### config.mk
export PLATFORM = sky130hd
export DESIGN_NAME = lv8_fetch
export DESIGN_NICKNAME = d
export VERILOG_FILES = /design/src/lv8_fetch.sv
export VERILOG_INCLUDE_DIRS = /design/src /design/src/src
export SDC_FILE = /design/constraint.sdc
export NUM_CORES = 1
export LEC_CHECK = 0
export ABC_AREA = 1
export CAP_MARGIN = 40
export CORE_UTILIZATION = 45
export DETAILED_ROUTE_END_ITERATION = 10
export DONT_BUFFER_PORTS = 1
export MAX_ROUTING_LAYER = met4
export PLACE_DENSITY = 0.58
export SETUP_SLACK_MARGIN = 0.5
export SLEW_MARGIN = 20
export SYNTH_ARGS = -nofsm -noshare
export SYNTH_HDL_FRONTEND = slang
export SYNTH_SLANG_ARGS = --single-unit
### constraint.sdc
create_clock -name CLOCK -period 3.7 [get_ports CLOCK]
set_input_delay 0.37 -clock CLOCK [delete_from_list [all_inputs] [get_ports CLOCK]]
set_output_delay 0.37 -clock CLOCK [all_outputs]
set_load 0.01 [all_outputs]
### src/lv8_config.svh
`ifndef LV8_CONFIG_SVH
`define LV8_CONFIG_SVH

// Datapath and address width
`define LV8_XLEN 64

`define LV8_INSN_W 32    // Instruction word
`define LV8_OPCODE_W 11  // Bits 31:21 of the instruction

// Register file shape
`define LV8_REG_AW 5
`define LV8_NUM_REGS 32
`define LV8_ZERO_REG 31  // Hardwired to zero

// Bytes per instruction
`define LV8_PC_STEP 4

// Data memory is 64-bit word addressed
`define LV8_DMEM_WORD_SHIFT 3

`endif

### src/lv8_fetch.sv
`timescale 1ns/10ps
`include "lv8_config.svh"

module lv8_fetch (
  input  logic                   CLOCK,
  input  logic                   rst_n,
  input  logic                   stall,
  input  logic [`LV8_INSN_W-1:0] imem_data,
  output logic [`LV8_XLEN-1:0]   pc,
  output logic [`LV8_INSN_W-1:0] if_insn
);

  localparam logic [`LV8_XLEN-1:0] PC_STEP = `LV8_PC_STEP;

  // Program counter, frozen during a load-use stall
  always_ff @(posedge CLOCK) begin
    if (!rst_n) begin
      pc <= '0;
    end else if (!stall) begin
      pc <= pc + PC_STEP;  // No branches, straight-line fetch
    end
  end

  // IF/ID instruction register
  always_ff @(posedge CLOCK) begin
    if (!rst_n) begin
      if_insn <= '0;             // All-zero word decodes as NOP
    end else if (!stall) begin
      if_insn <= imem_data;
    end
  end

endmodule

==> flow_metrics.py <==
metrics = {
    "power_and_ir_drop": {
        "pwr-share-comb": 0.030,
        "total_power_mw": 1.84,
        "cellPowerDensity_nw_per_um2": 364,
        "pwr-share-clk": 0.388,
        "seqPwrFrac": 0.582,
        "internal_power_mw": 1.38,
        "swShare": 0.249,
        "switching_power_mw": 0.458,
        "irDropWorstVdd_mv": 0.197,
        "leakagePower_nw": 1.84,
    },
    "cts": {
        "h-tree-depth": 3,
        "clock_latency_ps": 380,
        "cts_resized": 0,
        "cts_tree": "built",
        "numCtsBuffers": 9,
        "root_buffer": "clkbuf_8",
        "numClockSinks": 94,
        "cts_hold_buf": 0,
        "clk_pin_slew_ps": 100,
        "cts_buffer_depth": 2,
        "cts_setup_buffers": 0,
    },
    "outcome": {
        "outcome": "complete, no violations",
    },
    "final_layout": {
        "drive_gt1_frac": 0.0799,
        "finalNonFillerCells": 862,
        "finalInstanceArea_sq_um": 5040,
        "post-route-util": 0.491,
        "nets": 757,
        "syn_to_final_growth_pct": 6.08,
        "diodes": 0,
    },
    "sta": {
        "skew_ps": 11.5,
        "fin_crit_sh": 0.527,
        "finalSetupTns_ps": 0,
        "rsz0062_at_grt": "no",
        "max_freq_mhz": 513,
        "setup_ws_ps": 1750,
        "slew_headroom": 0.573,
        "worst_pin_slew_ps": 639,
        "finalHoldViolations": 0,
        "holdWs_ps": 83.0,
        "post-route-min-period_ps": 1950,
        "final-setup-viol-count": 0,
        "maxSlewViolCount": 0,
    },
    "worst_setup_path": {
        "cp.required_ps": 3970,
        "crit_family": "simple AND/OR/NAND/NOR gates",
        "crit_top_cell": "nand3_1",
        "setup.worst_path.class": "reg -> reg",
        "cpPeakStageDelay_ps": 470,
        "arrival_ps": 2220,
        "crit_slowest_cell": "dfxtp_1",
        "crit_chain": "ha_1, inv_1, nor2_2, nand3_4, inv_2, nand3_1, clkinv_1, nand3_1, nand2_1, nor2_1",
        "path_buf_inv": 3,
        "worstSetupStartpointType": "flop",
        "reg2reg_slack_ps": 1750,
        "r2r_end": "pc[56]$_SDFFE_PN0N_",
        "cp-end-kind": "flop",
        "worstReg2RegStart": "pc[3]$_SDFFE_PN0N_",
        "reg2reg_depth": 10,
        "crit_fanout": 8,
    },
    "die": {
        "initial_core_util": 0.463,
        "rows": 37,
        "die_w_um": 105,
        "dieHeight_um": 105,
        "die_area_sq_um": 11000,
        "core-area_sq_um": 10300,
        "ios": 131,
    },
    "synth": {
        "synth-edff-count": 0,
        "synth_top_cell_by_area": "dfxtp_1",
        "synth_seq_cells": 94,
        "synth.area.top_cells": "dfxtp_1, nor2_1, nand2_1, inv_1, o21ai_0",
        "postSynthAreaPerCell_sq_um": 6.53,
        "async_flop_share": 0,
        "synth_top_area_share": 0.396,
        "synth_common_cells": "nor2_1, nand2_1, dfxtp_1",
        "synth_cell_type_count": 33,
        "synth_cells": 728,
        "ys_warn_count": 0,
        "syn_area_sq_um": 4750,
        "synth-main-ff-cell": "dfxtp_1",
        "yosysMostFrequentCell": "nor2_1",
        "ys_seq_area_frac": 0.396,
    },
    "placed_design": {
        "pre_cts_ws_ps": 1780,
        "dpl_cell_area_sq_um": 4850,
        "place_hpwl_mm": 10.2,
        "gp_congestion": 0.941,
        "port_buffers": 0,
        "place_inst": 846,
    },
    "drt": {
        "wire_per_inst_um": 15.7,
        "drc": 0,
        "num_vias": 4506,
        "ant_nets": 0,
        "detail_route.vias_per_cell": 5.23,
        "wl_mm": 13.5,
        "drtPass1Iterations": 5,
        "drt-initial-drc-count": 276,
    },
    "grt": {
        "grt.total_usage": 0.259,
        "grt_max_degree": 84,
        "antenna_found_initial": 0,
        "overflow": 0,
        "grt_pass1_wl_mm": 21.7,
        "grt_pass1_vias": 4167,
    },
    "hold_path": {
        "holdPathStages": 1,
        "min_from": "stall",
        "min_to": "pc[2]$_SDFFE_PN0N_",
        "min_path_type": "in -> reg",
    },
    "job": {
        "drv_cap": 0,
    },
}
==> registers in the layout, summed over array words and instances (netlist names) <==
name	flops
pc	62
if_insn	32
==> layout make-up <==
type	count	area [sq um]
Sequential cell	94	1880
Multi-Input combinational cell	540	2510
Clock inverter	6	68.8
Tap cell	136	170
Clock buffer	10	128
Fill cell	1077	5240
Inverter	76	285
==> cells by family after synthesis <==
| family | synth area share |
|---|---|
| xor+xnor | 0.00369 |
| buf+inv | 0.0771 |
| other cells | 0.000789 |
| fa+ha+maj | 0.00263 |
| flops | 0.396 |
| compound gates | 0.106 |
| simple gates | 0.414 |
==> cells in the final DEF (no fill, tap or decap), types with 11 or more instances in the layout <==
cell	instances
nor2_1	189
nand2_1	152
dfxtp_1	94
inv_1	68
o21ai_0	46
a21oi_1	30
nand3_1	24
nand4_1	23
nor3_1	11
nor2_2	11
o21ai_1	11
==> power by group through the flow <==
stage,Sequential (mW),Combinational [mW],Clock (mW)
finish,1.07,0.0559,0.713
global route,1.07,0.0674,0.774
CTS,1.07,0.0568,0.729
detailed placement,1.09,0.0568,0
global placement,1.09,0.0544,0
floorplan,1.09,0.0647,0
==> per-layer routing <==
metal	vias up	GRT usage	wire, um
met5	-	-	0
met3	17	0.0817	1140
met2	149	0.394	6000
li1	2306	-	-
met4	0	0.0905	256
met1	2034	0.325	6100
==> worst max path at each step <==
| stage | depth (start not counted) | start | endpoint |
|---|---|---|---|
| finish | 10 | pc[3]$_SDFFE_PN0N_ | pc[56]$_SDFFE_PN0N_ |
| global route | 9 | pc[3]$_SDFFE_PN0N_ | pc[36]$_SDFFE_PN0N_ |
| CTS | 10 | pc[3]$_SDFFE_PN0N_ | pc[62]$_SDFFE_PN0N_ |
| detailed placement | 10 | pc[3]$_SDFFE_PN0N_ | pc[62]$_SDFFE_PN0N_ |
| global placement | 7 | pc[35]$_SDFFE_PN0N_ | pc[44]$_SDFFE_PN0N_ |
| floorplan | 10 | pc[3]$_SDFFE_PN0N_ | pc[62]$_SDFFE_PN0N_ |
Power figures use the tool's default switching activity.
