==> config.mk <==
export PLATFORM = sky130hd
export DESIGN_NAME = lv8_mem_wb
export DESIGN_NICKNAME = d
export VERILOG_FILES = /design/src/lv8_pkg.sv /design/src/lv8_mem_wb.sv
export VERILOG_INCLUDE_DIRS = /design/src /design/src/src
export SDC_FILE = /design/constraint.sdc
export NUM_CORES = 1
export LEC_CHECK = 0
export ABC_AREA = 1
export BUFFER_PORTS_ARGS = -buffer_cell sky130_fd_sc_hd__buf_2
export CAP_MARGIN = 10
export CORE_ASPECT_RATIO = 1.1
export CORE_MARGIN = 10
export CORE_UTILIZATION = 42
export DETAILED_ROUTE_END_ITERATION = 10
export PLACE_DENSITY_LB_ADDON = 0.2
export SLEW_MARGIN = 20
export SYNTH_ARGS = -nofsm -noshare
export SYNTH_HDL_FRONTEND = slang
export SYNTH_SLANG_ARGS = --single-unit
==> constraint.sdc <==
create_clock -name CLOCK -period 1.6 [get_ports CLOCK]
set_input_delay 0.32 -clock CLOCK [delete_from_list [all_inputs] [get_ports CLOCK]]
set_output_delay 0.32 -clock CLOCK [all_outputs]
set_load 0.01 [all_outputs]
==> src/lv8_config.svh <==
`ifndef LV8_CONFIG_SVH
`define LV8_CONFIG_SVH

// Datapath and address width
`define LV8_XLEN 64

`define LV8_INSN_W 32    // Instruction word
`define LV8_OPCODE_W 11  // Bits 31:21 of the instruction

// Register file shape
`define LV8_REG_AW 5
`define LV8_NUM_REGS 32
`define LV8_ZERO_REG 31  // Hardwired to zero

// Bytes per instruction
`define LV8_PC_STEP 4

// Data memory is 64-bit word addressed
`define LV8_DMEM_WORD_SHIFT 3

`endif

==> src/lv8_pkg.sv <==
`include "lv8_config.svh"

package lv8_pkg;

  // Opcode field values of the supported LEGv8 subset
  typedef enum logic [`LV8_OPCODE_W-1:0] {
    OP_STUR = 11'b11111000000,
    OP_LDUR = 11'b11111000010,
    OP_ADD  = 11'b10001011000,
    OP_SUB  = 11'b11001011000,
    OP_AND  = 11'b10001010000,
    OP_ORR  = 11'b10101010000
  } opcode_e;

  typedef enum logic [1:0] {
    ALU_ADD,
    ALU_SUB,
    ALU_AND,
    ALU_ORR
  } alu_op_e;

  typedef struct packed {
    alu_op_e alu_op;
    logic    alu_src;  // Immediate as second ALU operand
  } ex_ctrl_t;

  typedef struct packed {
    logic mem_read;
    logic mem_write;
  } mem_ctrl_t;

  typedef struct packed {
    logic reg_write;
    logic mem_to_reg;  // Load data instead of ALU result
  } wb_ctrl_t;

  typedef struct packed {
    logic [`LV8_XLEN-1:0] addr;
    logic [`LV8_XLEN-1:0] wdata;
    logic                 read;
    logic                 write;
  } dmem_req_t;

  typedef struct packed {
    logic                   en;
    logic [`LV8_REG_AW-1:0] rd;
    logic [`LV8_XLEN-1:0]   data;
  } wb_t;

  typedef struct packed {
    ex_ctrl_t               ex_ctrl;
    mem_ctrl_t              mem_ctrl;
    wb_ctrl_t               wb_ctrl;
    logic [`LV8_XLEN-1:0]   rs1_val;
    logic [`LV8_XLEN-1:0]   rs2_val;
    logic [`LV8_XLEN-1:0]   imm;
    logic [`LV8_REG_AW-1:0] rd;
    logic [`LV8_REG_AW-1:0] rs1;
    logic [`LV8_REG_AW-1:0] rs2;  // Rm, or Rt for stores
  } id_ex_t;

endpackage

==> src/lv8_mem_wb.sv <==
`timescale 1ns/10ps
`include "lv8_config.svh"

module lv8_mem_wb (
  input  logic                   CLOCK,
  input  logic                   rst_n,
  input  lv8_pkg::dmem_req_t     dmem_req,
  input  logic [`LV8_XLEN-1:0]   dmem_rdata,
  input  logic [`LV8_REG_AW-1:0] ex_rd,
  input  lv8_pkg::wb_ctrl_t      ex_wb_ctrl,
  output lv8_pkg::wb_t           wb
);

  lv8_pkg::wb_ctrl_t      wb_ctrl_q;
  logic [`LV8_XLEN-1:0]   alu_q;
  logic [`LV8_XLEN-1:0]   load_q;
  logic [`LV8_REG_AW-1:0] rd_q;

  always_ff @(posedge CLOCK) begin
    if (!rst_n) begin
      wb_ctrl_q <= '0;
    end else begin
      wb_ctrl_q <= ex_wb_ctrl;
    end
    alu_q  <= dmem_req.addr;  // Address doubles as the ALU result
    load_q <= dmem_rdata;
    rd_q   <= ex_rd;
  end

  always_comb begin
    wb.en   = wb_ctrl_q.reg_write;
    wb.rd   = rd_q;
    wb.data = wb_ctrl_q.mem_to_reg ? load_q : alu_q;
  end

endmodule

==> flow_summary.ini <==
[run_status]
outcome = complete, but fails checks
violations = setup timing

[sta]
max_freq_ghz = 0.562
fin_ws_ns = -0.180
relSlewSlack_pct = 82.0
worstMarginPinSlew_ns = 0.270
setup_viol = 64
fin_crit_sh_pct = 111
slew_viol_final = 0
hold_viol = 0
grt_setup_unrepaired = yes
period_needed_ns = 1.78

[synth]
synth-adder-area-share_pct = 0
synth-xor-area-share_pct = 0
syn_inst = 346
synth_seq_cells = 135
yosysUniqueCellTypes = 7
synth_top_family_by_area = simple AND/OR/NAND/NOR gates
synth_nets = 549
synth-simple-area-share_pct = 20.4
synth_area_sq_mm = 0.00357
syn_avg_cell_area_sq_um = 10.3
muxShareOfSynthArea_pct = 0
yosys_warnings = 0
synth_compound_area_share_pct = 0
yosysSeqAreaShare_pct = 75.7

[detailed_routing]
wl_um = 13600
vias_per_cell = 4.35
drtAntennaViolNets = 0
drtPass1Iterations = 4
drc = 0
drt_iter0_drc = 128
dr_total_vias = 3588
wl_per_cell_um = 16.5

[global_route]
grt_max_degree = 27
grt_pass1_vias = 4042
antenna_found_initial = 1
overflow = 0
grt_pass1_wl_um = 20800
grt_util_all_layers_pct = 21.6

[final_layout]
final_util_pct = 80.6
drive_gt1_share_pct = 35.1
final_nets = 903
n_fill_cell = 490
areaGrowthSynthToFinish_pct = 87.8

[power]
p_per_area_mw_per_mm2 = 1200
p_leak_nw = 3.45
vdd_ir_drop_max_v = 0.000905

[clocking]
cts_setup_buffers = 0
cts_tree = done
numCtsBuffers = 17
clk_pin_slew_worst_paths_ns = 0.06
ctsHtreeMaxLevel = 4
cts_root_buf = clkbuf_8
numClockSinks = 135
ctsLongestPathBuffers = 2

[place]
io_buffers = 206
place_hpwl_um = 7190
place_congestion = 0.769
pre_cts_ws_ns = 0.337

[floorplan]
die_area_sq_mm = 0.0126
initial_core_util_pct = 42.9
die_h_um = 117
ioPinCount = 273
die_w_um = 108
rows = 35
coreArea_sq_mm = 0.00832

[worst_setup_path]
path_max_fanout = 17
cp_data_arrival_time_ns = 1.46
worstSetupStartpointType = flop
worstPathRequired_ns = 1.28
crit_path_end_kind = output pin
critPathKind = flop to output pin

[job]
drv_cap = 0

[worst_hold_path]
hold_class = input pin to flop
## kinds of logic (layout without fill, tap and decap cells)
family / after synthesis / count (layout)
buf+inv: 17 / 384
other cells: 0 / 1
flops: 135 / 135
simple gates: 194 / 194
## per-layer routing
metal / up-vias / GRT usage [%] / routed length [um]
met5: - / 0 / 0
met4: 0 / 12.2 / 558
met3: 47 / 9.77 / 1230
met2: 187 / 36.6 / 6790
met1: 1605 / 21.7 / 5040
li1: 1749 / - / -
## path summary, 6_finish.rpt
check / startpoint / end / depth (start not counted)
max: wb_ctrl_q[0] / wb[6] / 4
min: rst_n / wb_ctrl_q[0] / 3
## synth_stat cells, drive strengths merged
cell,number,share of area (%)
nand2,194,20
dfxtp,135,76
buf,8,1.3
clkbuf,6,2.3
inv,3,0.32
## placed cells by master (no fill, tap or decap), drive strengths merged
| master | n |
|---|---|
| clkinvlp | 4 |
| buf | 213 |
| diode | 1 |
| clkbuf | 20 |
| nand2 | 194 |
| dlygate4sd3 | 135 |
| bufinv | 1 |
| dfxtp | 135 |
| inv | 7 |
| clkinv | 4 |
## metrics by stage
stage	total power, mW	hold WS, ns	setup TNS, ns	instance area (sq um)	instances
floorplan	3.91	0.348	0	3570	346
global placement	4.23	0.422	0	4660	654
detailed placement	4.24	0.424	0	4660	654
CTS	8.03	0.0437	-8.38	6670	823
global route	8.36	0.0608	-12.72	6710	825
finish	8.04	0.0661	-7.39	6710	825
## registers in the layout, indices dropped and copies added (netlist names)
| signal | count |
|---|---|
| alu_q | 64 |
| load_q | 64 |
| rd_q | 5 |
| wb | 1 |
| wb_ctrl_q | 1 |
## area by class of cell
cell class | instances | area (sq um) | share of cell area, %
timing repair buffer | 349 | 2560 | 38.1
antenna | 1 | 2.50 | 0.0373
clock buffer | 19 | 422 | 6.29
multi-input combinational | 194 | 738 | 11.0
inverter | 3 | 18.8 | 0.280
clock inverter | 13 | 123 | 1.83
tap | 111 | 139 | 2.07
sequential | 135 | 2710 | 40.4
## where the power goes
| group | leakage [nW] | internal, mW | switching [mW] |
|---|---|---|---|
| Clock | 0.256 | 2.08 | 1.44 |
| Combinational | 2.05 | 0.524 | 0.399 |
| Sequential | 1.14 | 3.54 | 0.0541 |
| Total | 3.45 | 6.15 | 1.90 |
## repair_timing
action                                  4_1_cts  5_1_grt
endpoints found under the setup margin       64       64
gates resized for setup                      19        1
pin swaps                                     0        0
endpoints found under the hold margin       135        0
gates cloned                                  2        1
hold buffers                                135        0
## critical path, stage by stage (launching register included)
cell and delay [ns]:
dfxtp_4 0.41, buf_8 0.18, nand2_1 0.11, nand2_1 0.11, buf_2 0.16
(Power assumes the default switching activity.)
