File: config.mk
export PLATFORM = sky130hd
export DESIGN_NAME = lv8_decode
export DESIGN_NICKNAME = d
export VERILOG_FILES = /design/src/lv8_pkg.sv /design/src/lv8_decode.sv
export VERILOG_INCLUDE_DIRS = /design/src /design/src/src
export SDC_FILE = /design/constraint.sdc
export NUM_CORES = 1
export LEC_CHECK = 0
export ABC_AREA = 1
export BUFFER_PORTS_ARGS = -buffer_cell sky130_fd_sc_hd__buf_2
export CAP_MARGIN = 20
export CELL_PAD_IN_SITES_DETAIL_PLACEMENT = 0
export CELL_PAD_IN_SITES_GLOBAL_PLACEMENT = 1
export CORE_AREA = 2 2 149 151
export DETAILED_ROUTE_END_ITERATION = 7
export DIE_AREA = 0 0 151 153
export PLACE_DENSITY = 0.73
export SLEW_MARGIN = 20
export SYNTH_ARGS = -nofsm -noshare
export SYNTH_HDL_FRONTEND = slang
export SYNTH_SLANG_ARGS = --single-unit
File: constraint.sdc
create_clock -name CLOCK -period 2.5 [get_ports CLOCK]
set_clock_uncertainty 0.05 [all_clocks]
set_input_delay 0.5 -clock CLOCK [delete_from_list [all_inputs] [get_ports CLOCK]]
set_output_delay 0.5 -clock CLOCK [all_outputs]
set_load 0.005 [all_outputs]
File: src/lv8_config.svh
`ifndef LV8_CONFIG_SVH
`define LV8_CONFIG_SVH

// Datapath and address width
`define LV8_XLEN 64

`define LV8_INSN_W 32    // Instruction word
`define LV8_OPCODE_W 11  // Bits 31:21 of the instruction

// Register file shape
`define LV8_REG_AW 5
`define LV8_NUM_REGS 32
`define LV8_ZERO_REG 31  // Hardwired to zero

// Bytes per instruction
`define LV8_PC_STEP 4

// Data memory is 64-bit word addressed
`define LV8_DMEM_WORD_SHIFT 3

`endif

File: src/lv8_pkg.sv
`include "lv8_config.svh"

package lv8_pkg;

  // Opcode field values of the supported LEGv8 subset
  typedef enum logic [`LV8_OPCODE_W-1:0] {
    OP_STUR = 11'b11111000000,
    OP_LDUR = 11'b11111000010,
    OP_ADD  = 11'b10001011000,
    OP_SUB  = 11'b11001011000,
    OP_AND  = 11'b10001010000,
    OP_ORR  = 11'b10101010000
  } opcode_e;

  typedef enum logic [1:0] {
    ALU_ADD,
    ALU_SUB,
    ALU_AND,
    ALU_ORR
  } alu_op_e;

  typedef struct packed {
    alu_op_e alu_op;
    logic    alu_src;  // Immediate as second ALU operand
  } ex_ctrl_t;

  typedef struct packed {
    logic mem_read;
    logic mem_write;
  } mem_ctrl_t;

  typedef struct packed {
    logic reg_write;
    logic mem_to_reg;  // Load data instead of ALU result
  } wb_ctrl_t;

  typedef struct packed {
    logic [`LV8_XLEN-1:0] addr;
    logic [`LV8_XLEN-1:0] wdata;
    logic                 read;
    logic                 write;
  } dmem_req_t;

  typedef struct packed {
    logic                   en;
    logic [`LV8_REG_AW-1:0] rd;
    logic [`LV8_XLEN-1:0]   data;
  } wb_t;

  typedef struct packed {
    ex_ctrl_t               ex_ctrl;
    mem_ctrl_t              mem_ctrl;
    wb_ctrl_t               wb_ctrl;
    logic [`LV8_XLEN-1:0]   rs1_val;
    logic [`LV8_XLEN-1:0]   rs2_val;
    logic [`LV8_XLEN-1:0]   imm;
    logic [`LV8_REG_AW-1:0] rd;
    logic [`LV8_REG_AW-1:0] rs1;
    logic [`LV8_REG_AW-1:0] rs2;  // Rm, or Rt for stores
  } id_ex_t;

endpackage

File: src/lv8_decode.sv
`timescale 1ns/10ps
`include "lv8_config.svh"

module lv8_decode (
  input  logic                   CLOCK,
  input  logic                   rst_n,
  input  logic [`LV8_INSN_W-1:0] if_insn,
  output logic [`LV8_REG_AW-1:0] rd_idx_a,
  output logic [`LV8_REG_AW-1:0] rd_idx_b,
  input  logic [`LV8_XLEN-1:0]   rd_data_a,
  input  logic [`LV8_XLEN-1:0]   rd_data_b,
  output logic                   stall,
  output lv8_pkg::id_ex_t        id_ex
);

  localparam logic [`LV8_REG_AW-1:0] ZERO_REG = `LV8_ZERO_REG;

  logic [`LV8_OPCODE_W-1:0] opcode;
  logic [`LV8_REG_AW-1:0]   dest;
  logic [`LV8_XLEN-1:0]     imm;
  lv8_pkg::ex_ctrl_t        ex_ctrl;
  lv8_pkg::mem_ctrl_t       mem_ctrl;
  lv8_pkg::wb_ctrl_t        wb_ctrl;
  lv8_pkg::id_ex_t          id_ex_next;

  assign opcode   = if_insn[31:21];
  assign dest     = if_insn[4:0];
  assign rd_idx_a = if_insn[9:5];                                // Rn
  assign rd_idx_b = if_insn[28] ? if_insn[4:0] : if_insn[20:16]; // Rt for D-type, else Rm

  // Sign-extended 9-bit D-type offset
  assign imm = {{(`LV8_XLEN - 9){if_insn[20]}}, if_insn[20:12]};

  always_comb begin
    ex_ctrl  = '0;
    mem_ctrl = '0;
    wb_ctrl  = '0;
    case (opcode)
      lv8_pkg::OP_LDUR: begin
        ex_ctrl.alu_src    = 1'b1;       // Address is Rn + offset
        mem_ctrl.mem_read  = 1'b1;
        wb_ctrl.reg_write  = 1'b1;
        wb_ctrl.mem_to_reg = 1'b1;
      end
      lv8_pkg::OP_STUR: begin
        ex_ctrl.alu_src    = 1'b1;
        mem_ctrl.mem_write = 1'b1;
      end
      lv8_pkg::OP_ADD: begin
        wb_ctrl.reg_write  = 1'b1;
      end
      lv8_pkg::OP_SUB: begin
        ex_ctrl.alu_op     = lv8_pkg::ALU_SUB;
        wb_ctrl.reg_write  = 1'b1;
      end
      lv8_pkg::OP_AND: begin
        ex_ctrl.alu_op     = lv8_pkg::ALU_AND;
        wb_ctrl.reg_write  = 1'b1;
      end
      lv8_pkg::OP_ORR: begin
        ex_ctrl.alu_op     = lv8_pkg::ALU_ORR;
        wb_ctrl.reg_write  = 1'b1;
      end
      default: ;                         // Anything else runs as a NOP
    endcase
    if (dest == ZERO_REG) begin
      wb_ctrl.reg_write = 1'b0;          // Writes to x31 are dropped here
    end
  end

  always_comb begin
    id_ex_next          = '0;
    id_ex_next.ex_ctrl  = ex_ctrl;
    id_ex_next.mem_ctrl = mem_ctrl;
    id_ex_next.wb_ctrl  = wb_ctrl;
    id_ex_next.rs1_val  = rd_data_a;
    id_ex_next.rs2_val  = rd_data_b;
    id_ex_next.imm      = imm;
    id_ex_next.rd       = dest;
    id_ex_next.rs1      = rd_idx_a;
    id_ex_next.rs2      = rd_idx_b;
  end

  // Load in EX feeding the instruction now in decode
  assign stall = id_ex.mem_ctrl.mem_read &&
                 ((id_ex.rd == rd_idx_a) || (id_ex.rd == rd_idx_b));

  always_ff @(posedge CLOCK) begin
    if (!rst_n) begin
      id_ex <= '0;
    end else if (stall) begin
      id_ex <= '0;                       // Bubble
    end else begin
      id_ex <= id_ex_next;
    end
  end

endmodule

==> results of run 1 <==
==> how the worst max path moves through the flow <==
stage | from | end | slack [ns] | cells after the start
finish | id_ex[14] | stall | 0.30 | 9
global route | id_ex[14] | stall | 0.07 | 9
CTS | id_ex[14] | stall | 0.18 | 9
detailed placement | if_insn[28] | stall | 0.23 | 12
global placement | if_insn[28] | stall | 0.25 | 12
floorplan | id_ex[23] | id_ex[24] | 0.50 | 1
==> cells by family (layout without fill, tap and decap cells) <==
logic type	after synthesis	in the layout	synth area share [%]
buf+inv	252	592	24.2
simple gates	227	227	16.5
flops	158	158	58.4
compound gates	4	4	0.439
xor+xnor	3	3	0.485
==> per-stage QoR <==
stage          cells  power, mW  util (%)  hold slack [ns]  setup slack [ns]
6_report        1264       5.84      35.9            0.239             0.295
5_1_grt         1264       6.13      35.9            0.213            0.0650
4_1_cts         1264       5.96      35.9            0.211             0.180
3_5_place_dp    1232       3.32      33.2            0.604             0.233
3_3_place_gp    1232       3.32      33.2            0.612             0.246
2_1_floorplan    644       3.05         -            0.518             0.500
==> layout make-up <==
type / count / area (µm²) / share of cell area, %
Sequential cell: 158 / 3160 / 41.0
Multi-Input combinational cell: 234 / 948 / 12.3
Clock buffer: 17 / 425 / 5.51
Timing Repair Buffer: 392 / 2030 / 26.3
Inverter: 168 / 633 / 8.20
Tap cell: 280 / 350 / 4.54
Clock inverter: 15 / 169 / 2.19
==> metal layers <==
layer | wire length (µm) | GRT usage, % | vias to the layer above
li1 | - | - | 2384
met1 | 6090 | 14.1 | 2006
met2 | 8040 | 23.5 | 178
met3 | 1010 | 3.25 | 14
met4 | 240 | 4.45 | 0
met5 | 0 | 0 | -
==> cell usage in the layout (no fill, tap or decap), types with 4 or more instances in the layout <==
master / synthesis / routed
nand3_1: 14 / 14
clkinv_8: 0 / 4
buf_2: 0 / 384
dfxtp_1: 158 / 158
clkbuf_16: 0 / 17
buf_12: 0 / 4
inv_6: 0 / 4
inv_1: 167 / 167
nor2_1: 164 / 164
inv_8: 0 / 4
nand2_1: 39 / 39
buf_4: 71 / 4
nand4_1: 4 / 4
==> report_power, final <==
group / internal [mW] / switching, mW
clock: 1.35 / 1.24
sequential: 2.65 / 0.0341
combinational: 0.285 / 0.288
total: 4.28 / 1.57
==> critical path: cells and delay by family, from the launching register on <==
kind | cells | cell delay [ns]
DFF | 1 | 0.42
and+or+nand+nor | 6 | 0.58
buffers and inverters | 3 | 0.25
==> impl_results.md, run 1 <==
- Status: finished clean
- Hold Crit Class: primary input to flip-flop
- Worst-Margin Slew: 0.413 ns
- CTS tree: yes
- Synth Area per Inst: 8.41 µm²
- Commonest cells in the netlist: 167 x inv_1, 164 x nor2_1, 158 x dfxtp_1
- Post-CTS Hold Buffers: 0
- Worst path cell trace: inv_1 > nand3_1 > nand2_1 > nor2_1 > nand3_1 > nand2_1 > nand2_2 > inv_1 > buf_2
- Placeable Area: 21,500 µm²
- Register bit total from synthesis: 158
- IO Pins: 387
- Initial antenna violation count: 0
- Slew Viols, Final: 0
- First-pass GRT wire length: 22,400 µm
- RD Place Congestion: 0.771
- Vias in the first global route: 4,118
- H-tree level count: 4
- Final hold vios: 0
- Layout cells sized above 1: 43.6%
- Clock Latency Late Sink: 0.41 ns
- RR Startpoint: id_ex[14]
- Die H: 153 µm
- Total Wirelength: 15,400 µm
- Ant diodes: 0
- Period minus WS final: 2.20 ns
- Hold path start: rd_data_b[22]
- Clock buffer depth: 2
- CTS clock-pin slew for the worst setup and hold paths: 0.08 ns
- Die Width: 151 µm
- Final instance area: 7720 µm²
- Site row count: 54
- TNS Setup: 0 ns
- Hold endpoint: id_ex[101]
- Cts repair resizes: 0
- Synth area leader: dfxtp_1
- RSZ-0062 raised after global routing: false
- Initial core utilization: 25.2%
- Peak Freq: 454 MHz
- DR WL/cell: 12.2 µm
- Die area: 23,100 µm²
- Layout fillers: 2,367
- FF-to-FF path depth: 11
- R2r setup slk: 0.71 ns
- Crit Path Class: flip-flop to output port
- P&R area growth vs syn: 42.5%
- Crit path DAT: 1.65 ns
- Synth top area cells: dfxtp_1 58%, inv_1 12%, nor2_1 11%
- Largest net degree at the start of global routing: 67
- PortBufs: 384
- Clk sinks: 158
- DR vias/cell: 3.63
- Cells after synthesis: 644
- Detailed Place HPWL: 12,000 µm
- Synth Cell Area: 5420 µm²
- Initial DRC count: 170
- Post-synth EDFFs: 0
- Post-synth ARST share: 0%
- Post-synth top area share: 58.4%
- Drt pass-1 iters: 4
- Peak fanout along the critical path: 4
- Crit-path slowest cell: dfxtp_1
- Routed Antenna Nets: 0
- Total CTS buffers: 17
- Static Leak: 4.73 nW
- Top_reg_cell synth: dfxtp_1
- Setup Fix Bufs, Post-CTS: 0
- Layout Nets: 1,133
- Max-capacitance violation count: 0
- Crit path launch type: flip-flop
- Worst setup EP type: output port
- Hold depth: 3
- Final worst path period share: 88.2%
- Post-DP Area: 7130 µm²
- Biggest registers after layout: id_ex x158
- Drc violations: 0
- Reg2Reg Capture Point: id_ex[139]
- Largest reg by FF count: id_ex
- Via count: 4,582
- Synth warn: 0
- Slew HR: 72.5%
- Post-Syn Nets: 806
- Max FFs per register: 158
- Final Setup Violations: 0
- Largest stage delay, worst path: 0.42 ns
- Clock root cell: clkbuf_16
- Synth cell types: 18
- Worst IR Drop VDD: 397 µV
- Post-synthesis sequential area ratio: 58.4%
- CP Data Required Time: 1.95 ns
- P per Cell Area: 757 nW/µm²
- GRT Total Usage: 12.8%
- Count leader, synth: inv_1
- Grt total ovfl: 0
(Power assumes the default switching activity.)
==> run 2: changes to the inputs <==
--- a/config.mk
+++ b/config.mk
@@ -15,6 +15,7 @@
 export DETAILED_ROUTE_END_ITERATION = 7
 export DIE_AREA = 0 0 151 153
 export PLACE_DENSITY = 0.73
+export SETUP_SLACK_MARGIN = 0.4
 export SLEW_MARGIN = 20
 export SYNTH_ARGS = -nofsm -noshare
 export SYNTH_HDL_FRONTEND = slang
==> run 2 against run 1 <==
Effect of this change:
- worst setup slack better by 0.20 ns
- fmax rose by 10%
- combinational power increased by 2%
- power up 0.19%
- sequential cell count is the same
- largest cell class unchanged
==> impl_results.md, run 2 (synthesis gave the netlist of run 1 again) <==
- Status: finished clean
- Static Leak: 4.78 nW (+0.96%)
- Initial core utilization: 25.2% (unchanged)
- FF-to-FF path depth: 11 (unchanged)
- Worst IR Drop VDD: 397 µV (about the same)
- Worst-Margin Slew: 0.413 ns (+0.00000167 ns)
- Crit Path Class: flip-flop to output port
- Final hold vios: 0 (unchanged)
- Largest reg by FF count: id_ex
- Hold path start: rd_data_b[22]
- Crit path DAT: 1.45 ns (-0.20 ns)
- Via count: 4,620 (+0.83%)
- Layout cells sized above 1: 45.3% (+1.7 points)
- Switching share of power: 26.8% (+0.046 points)
- Initial antenna violation count: 0 (unchanged)
- CP Data Required Time: 1.95 ns (about the same)
- Clock network fraction of total power: 44.3% (about the same)
- Slew Viols, Final: 0 (unchanged)
- Net switching power: 1.57 mW (+0.36%)
- RSZ-0062 raised after global routing: true
- CTS tree: yes
- First-pass GRT wire length: 22,400 µm (+0.16%)
- RR Startpoint: id_ex[14]
- Biggest registers after layout: id_ex x158
- Ant diodes: 0 (unchanged)
- Clock root cell: clkbuf_16
- Initial DRC count: 149 (-12%)
- Clk sinks: 158 (unchanged)
- Total Wirelength: 15,500 µm (+0.53%)
- Site row count: 54 (unchanged)
- RD Place Congestion: 0.771 (unchanged)
- Drc violations: 0 (unchanged)
- Most common cell after layout, fill and taps aside: buf_2
- CTS clock-pin slew for the worst setup and hold paths: 0.08 ns (about the same)
- Grt total ovfl: 0 (unchanged)
- Final Setup Violations: 0 (unchanged)
- Clock Latency Late Sink: 0.41 ns (about the same)
- Peak Freq: 499 MHz (+10%)
- Die Width: 151 µm (unchanged)
- Detailed Place HPWL: 12,000 µm (unchanged)
- IO Pins: 387 (unchanged)
- Slew HR: 72.5% (about the same)
- Worst setup EP type: output port
- Layout Nets: 1,137 (+0.35%)
- P per Cell Area: 749 nW/µm² (-1.0%)
- Largest net degree at the start of global routing: 67 (unchanged)
- Hold Crit Class: primary input to flip-flop
- Die area: 23,100 µm² (unchanged)
- PortBufs: 384 (unchanged)
- TNS Setup: 0 ns (unchanged)
- Period minus WS final: 2.00 ns (-0.200 ns)
- Highest-count cells in the layout ignoring fill and taps: 382 x buf_2, 164 x inv_1, 163 x nor2_1
- Placeable Area: 21,500 µm² (unchanged)
- DR WL/cell: 12.2 µm (+0.21%)
- Combinational share of power: 10.0% (+0.2 points)
- Total power: 5.86 mW (+0.19%)
- P&R area growth vs syn: 44.2%
- Hold endpoint: id_ex[101]
- Routed Antenna Nets: 0 (unchanged)
- Internal power: 4.28 mW (+0.12%)
- Final worst path period share: 80.2% (-8.0 points)
- DR vias/cell: 3.64 (+0.51%)
- Clock buffer depth: 2 (unchanged)
- Hold depth: 3 (unchanged)
- Core Util, Final: 36.4% (+0.44 points)
- Total CTS buffers: 17 (unchanged)
- Register share of total power: 45.8% (about the same)
- Max FFs per register: 158 (unchanged)
- Vias in the first global route: 4,121 (+0.073%)
- Peak fanout along the critical path: 4 (unchanged)
- GRT Total Usage: 12.8% (+0.025 points)
- Reg2Reg Capture Point: id_ex[139]
- Drt pass-1 iters: 4 (unchanged)
- Crit path launch type: flip-flop
- Max-capacitance violation count: 0 (unchanged)
- Die H: 153 µm (unchanged)
- R2r setup slk: 0.62 ns (-0.09 ns)
- H-tree level count: 4 (unchanged)
## run 2: cell count changes in the layout (fill, tap and decap cells not counted), sizes merged
cell and change:
buf +4
## run 2: per-stage QoR
stage / worst slack (ns) / instances / instance area, µm² / hold slack, ns
6_report: 0.496 / 1268 / 7820 / 0.239
5_1_grt: 0.379 / 1268 / 7820 / 0.213
4_1_cts: 0.405 / 1266 / 7760 / 0.211
3_5_place_dp: 0.233 / 1232 / 7130 / 0.604
3_3_place_gp: 0.246 / 1232 / 7130 / 0.612
2_1_floorplan: 0.500 / 644 / 5420 / 0.518
## run 2: critical path, stage by stage, from the launching register on
cell     delay [ns]
dfxtp_4        0.36
buf_4          0.14
xnor2_1        0.12
nand3_1        0.11
nand2_2        0.12
nand2_4        0.06
inv_2          0.05
buf_6          0.09
## run 2: worst max-delay path by stage
| stage | cells past startpoint | start | to |
|---|---|---|---|
| after global placement | 12 | if_insn[28] | stall |
| after detailed placement | 12 | if_insn[28] | stall |
| final | 7 | id_ex[14] | stall |
| after CTS | 9 | id_ex[12] | stall |
| after global routing | 7 | id_ex[10] | stall |
| after floorplan | 1 | id_ex[23] | id_ex[24] |
## run 2: area by class of cell
class	instances	area (µm²)
timing repair buffer	396	2080
sequential	158	3180
inverter	168	636
clock inverter	15	169
clock buffer	17	425
fill	2362	13700
tap	280	350
multi-input combinational	234	980
## run 2: power groups by stage
stage / clock network, mW / logic (mW) / registers (mW)
global placement: 0 / 0.580 / 2.74
floorplan: 0 / 0.277 / 2.77
detailed placement: 0 / 0.584 / 2.74
CTS: 2.69 / 0.592 / 2.68
finish: 2.59 / 0.584 / 2.68
global route: 2.79 / 0.664 / 2.69
## run 2: repair_timing
| item | in CTS | in global routing |
|---|---|---|
| setup endpoints to repair | 1 | 1 |
| gates cloned | 0 | 0 |
| pin swaps | 6 | 7 |
| resized for setup | 13 | 11 |
| setup buffers | 2 | 2 |
| hold buffers | 0 | 0 |
## run 2: routing by layer
metal  global-route usage, %  share of wire (%)  up-vias
met2                    23.6                 52      178
met1                    14.1                 40     2033
met3                    3.25                6.6       13
li1                        -                  -     2396
met4                    4.45                1.5        0
met5                       0                  0        -
==> run 3: changes to the inputs <==
--- a/config.mk
+++ b/config.mk
@@ -11,10 +11,9 @@
 export CAP_MARGIN = 20
 export CELL_PAD_IN_SITES_DETAIL_PLACEMENT = 0
 export CELL_PAD_IN_SITES_GLOBAL_PLACEMENT = 1
-export CORE_AREA = 2 2 149 151
+export CORE_UTILIZATION = 25
 export DETAILED_ROUTE_END_ITERATION = 7
-export DIE_AREA = 0 0 151 153
-export PLACE_DENSITY = 0.73
+export PLACE_DENSITY = 0.75
 export SETUP_SLACK_MARGIN = 0.4
 export SLEW_MARGIN = 20
 export SYNTH_ARGS = -nofsm -noshare
==> constraint.sdc (replaced) <==
create_clock -name CLOCK -period 1.8 [get_ports CLOCK]
set_clock_uncertainty 0.05 [all_clocks]
set_input_delay 0.36 -clock CLOCK [delete_from_list [all_inputs] [get_ports CLOCK]]
set_output_delay 0.36 -clock CLOCK [all_outputs]
set_load 0.005 [all_outputs]
==> run 3 against run 2 <==
Effect of this change:
- the flow now finishes with violations (setup timing)
- cell count rose by 2.8%
- power is 44% higher
- via count up 3.8%
- first-iteration DRC count shrank 19%
- non-clock buffer count rose by 38
- core utilization is 5.3 points higher
- highest routed layer unchanged
==> impl_results.md, run 3 (synthesis gave the netlist of run 1 again) <==
- Clk sinks: 158 (unchanged)
- Die H: 149 µm (-2.5%)
- P&R area growth vs syn: 62.8%
- Final hold vios: 0 (unchanged)
- GRT met2 Usage: 26.3% (+2.6 points)
- Crit Path Class: flip-flop to output port
- Period minus WS final: 1.87 ns
- Gr busiest metal: met2
- Peak fanout along the critical path: 4 (unchanged)
- Critical path's top delay family: simple AND/OR/NAND/NOR gates
- Worst setup EP type: output port
- Worst path cell trace: inv_2 > nand3_1 > nand2_1 > nor2_2 > nand3_1 > nand2_2 > nand2_4 > inv_2 > buf_6
- IO Pins: 387 (unchanged)
- Initial DRC count: 120 (-19%)
- RD Place Congestion: 0.766 (-0.62%)
- Failing checks: setup timing
- Multi-input gate area: 1040 µm² (+6.1%)
- Crit-path slowest cell: dfxtp_4
- Via count: 4,797 (+3.8%)
- Hold Crit Class: primary input to flip-flop
- GR Util met1: 18.1% (+4.0 points)
- RSZ-0062 raised after global routing: true
- Worst-Margin Slew: 0.344 ns (-0.0686 ns)
- Layout cells sized above 1: 47.6% (+2.2 points)
- Highest-count cells in the layout ignoring fill and taps: 331 x buf_2, 164 x inv_1, 163 x nor2_1
- H-tree level count: 4 (unchanged)
- Clock Latency Late Sink: 0.43 ns (+0.02 ns)
- Die Width: 149 µm (-1.2%)
- Clock buffer depth: 2 (unchanged)
- Total power: 8.44 mW (+44%)
- CTS clock-pin slew for the worst setup and hold paths: 0.08 ns (about the same)
- Initial antenna violation count: 0 (unchanged)
- Most common cell after layout, fill and taps aside: buf_2
- First-pass GRT wire length: 24,600 µm (+9.9%)
- Worst setup startpoint: id_ex[12]
- Peak Freq: 534 MHz
- Max-capacitance violation count: 0 (unchanged)
- Vias in the first global route: 4,254 (+3.2%)
- GR Util met3: 4.43% (+1.2 points)
- Largest stage delay, worst path: 0.38 ns (+0.02 ns)
- Slew HR: 77.1% (+4.6 points)
- Largest reg by FF count: id_ex
- RR Startpoint: id_ex[10]
- Site row count: 53 (-1.9%)
- Status: finished, violations left
- Grt total ovfl: 0 (unchanged)
- Crit path launch type: flip-flop
- Buf+Inv Stages, Crit Path: 3 (unchanged)
- Slew Viols, Final: 0 (unchanged)
- Seq. cell area: 3180 µm² (about the same)
- Initial core utilization: 25.6% (+0.40 points)
- Biggest registers after layout: id_ex x158
- DR vias/cell: 3.68 (+1.0%)
- Final WS setup: -0.0709 ns (-0.567 ns)
- Final instance area: 8820 µm² (+13%)
- Max FFs per register: 158 (unchanged)
- Post-DP Area: 7240 µm² (+1.7%)
- CTS tree: yes
- DR WL/cell: 13.4 µm (+10%)
- Crit path DAT: 1.46 ns (about the same)
- Ant diodes: 0 (unchanged)
- Placeable Area: 21,200 µm² (-1.5%)
- Final Setup Violations: 1 (+1)
- Detailed Place HPWL: 11,900 µm (-1.0%)
- Largest net degree at the start of global routing: 29 (-57%)
- Layout fillers: 2,181 (-7.7%)
- Post-CTS Hold Buffers: 0 (unchanged)
- P per Cell Area: 956 nW/µm² (+28%)
- Layout Nets: 1,177 (+3.5%)
- CP Data Required Time: 1.39 ns (-0.56 ns)
- Total Wirelength: 17,500 µm (+13%)
- Worst IR Drop VDD: 592 µV (+49%)
- Die area: 22,300 µm² (-3.6%)
- Total CTS buffers: 17 (unchanged)
- GRT Total Usage: 15.3% (+2.5 points)
- Drt pass-1 iters: 4 (unchanged)
- R2r setup slk: 0 ns (-0.62 ns)
- Routed Antenna Nets: 0 (unchanged)
- PortBufs: 384 (unchanged)
- Final worst path period share: 104%
- Drc violations: 0 (unchanged)
- Static Leak: 5.21 nW (+9.0%)
- Clock root cell: clkbuf_16
- Hold path start: rd_data_a[27]
run 3: area by class of cell:
cell class | count | share of cell area, %
clock buffers | 17 | 4.82
repair buffers | 434 | 34.3
well taps | 275 | 3.90
flip-flops and latches | 158 | 36.0
inverters | 168 | 7.23
multi-input cells | 236 | 11.8
clock inverters | 15 | 1.97
run 3: final timing paths:
| path | endpoint | depth (start not counted) |
|---|---|---|
| worst min-delay path | id_ex[170] | 3 |
| worst min register to register | id_ex[207] | 4 |
| worst max-delay path | stall | 9 |
| worst max register to register | id_ex[156] | 11 |
run 3: tightest hold or removal path: stages:
cell	delay [ns]
buf_2	0.09
inv_1	0.04
nor2_1	0.03
run 3: repair_timing:
item	4_1_cts	5_1_grt
buffers inserted	12	1
setup endpoints to repair	225	223
cloned	12	2
pin swaps	7	1
endpoints found under the hold margin	0	0
gates resized for setup	73	25
run 3: per-layer routing:
layer / up-vias / wire, µm / part of all wire [%]
li1: 2484 / - / -
met1: 2120 / 7250 / 41
met2: 178 / 9050 / 52
met3: 15 / 1030 / 5.9
met4: 0 / 189 / 1.1
met5: - / 0 / 0
run 3: stage by stage:
stage | utilization [%] | hold slack (ns) | worst slack (ns) | setup TNS [ns] | cells
floorplan | - | 0.422 | 0.240 | 0 | 644
global placement | 34.2 | 0.522 | -0.269 | -34.97 | 1244
detailed placement | 34.2 | 0.528 | -0.309 | -39.81 | 1244
CTS | 40.8 | 0.0647 | -0.131 | -0.451 | 1300
global route | 41.7 | 0.0530 | -0.213 | -6.73 | 1303
finish | 41.7 | 0.0879 | -0.0709 | -0.0709 | 1303
run 3: report_power, final:
group / switching, mW / total (mW) / internal (mW)
Combinational: 0.472 / 1.09 / 0.615
Sequential: 0.0517 / 3.73 / 3.67
Clock: 1.75 / 3.62 / 1.87
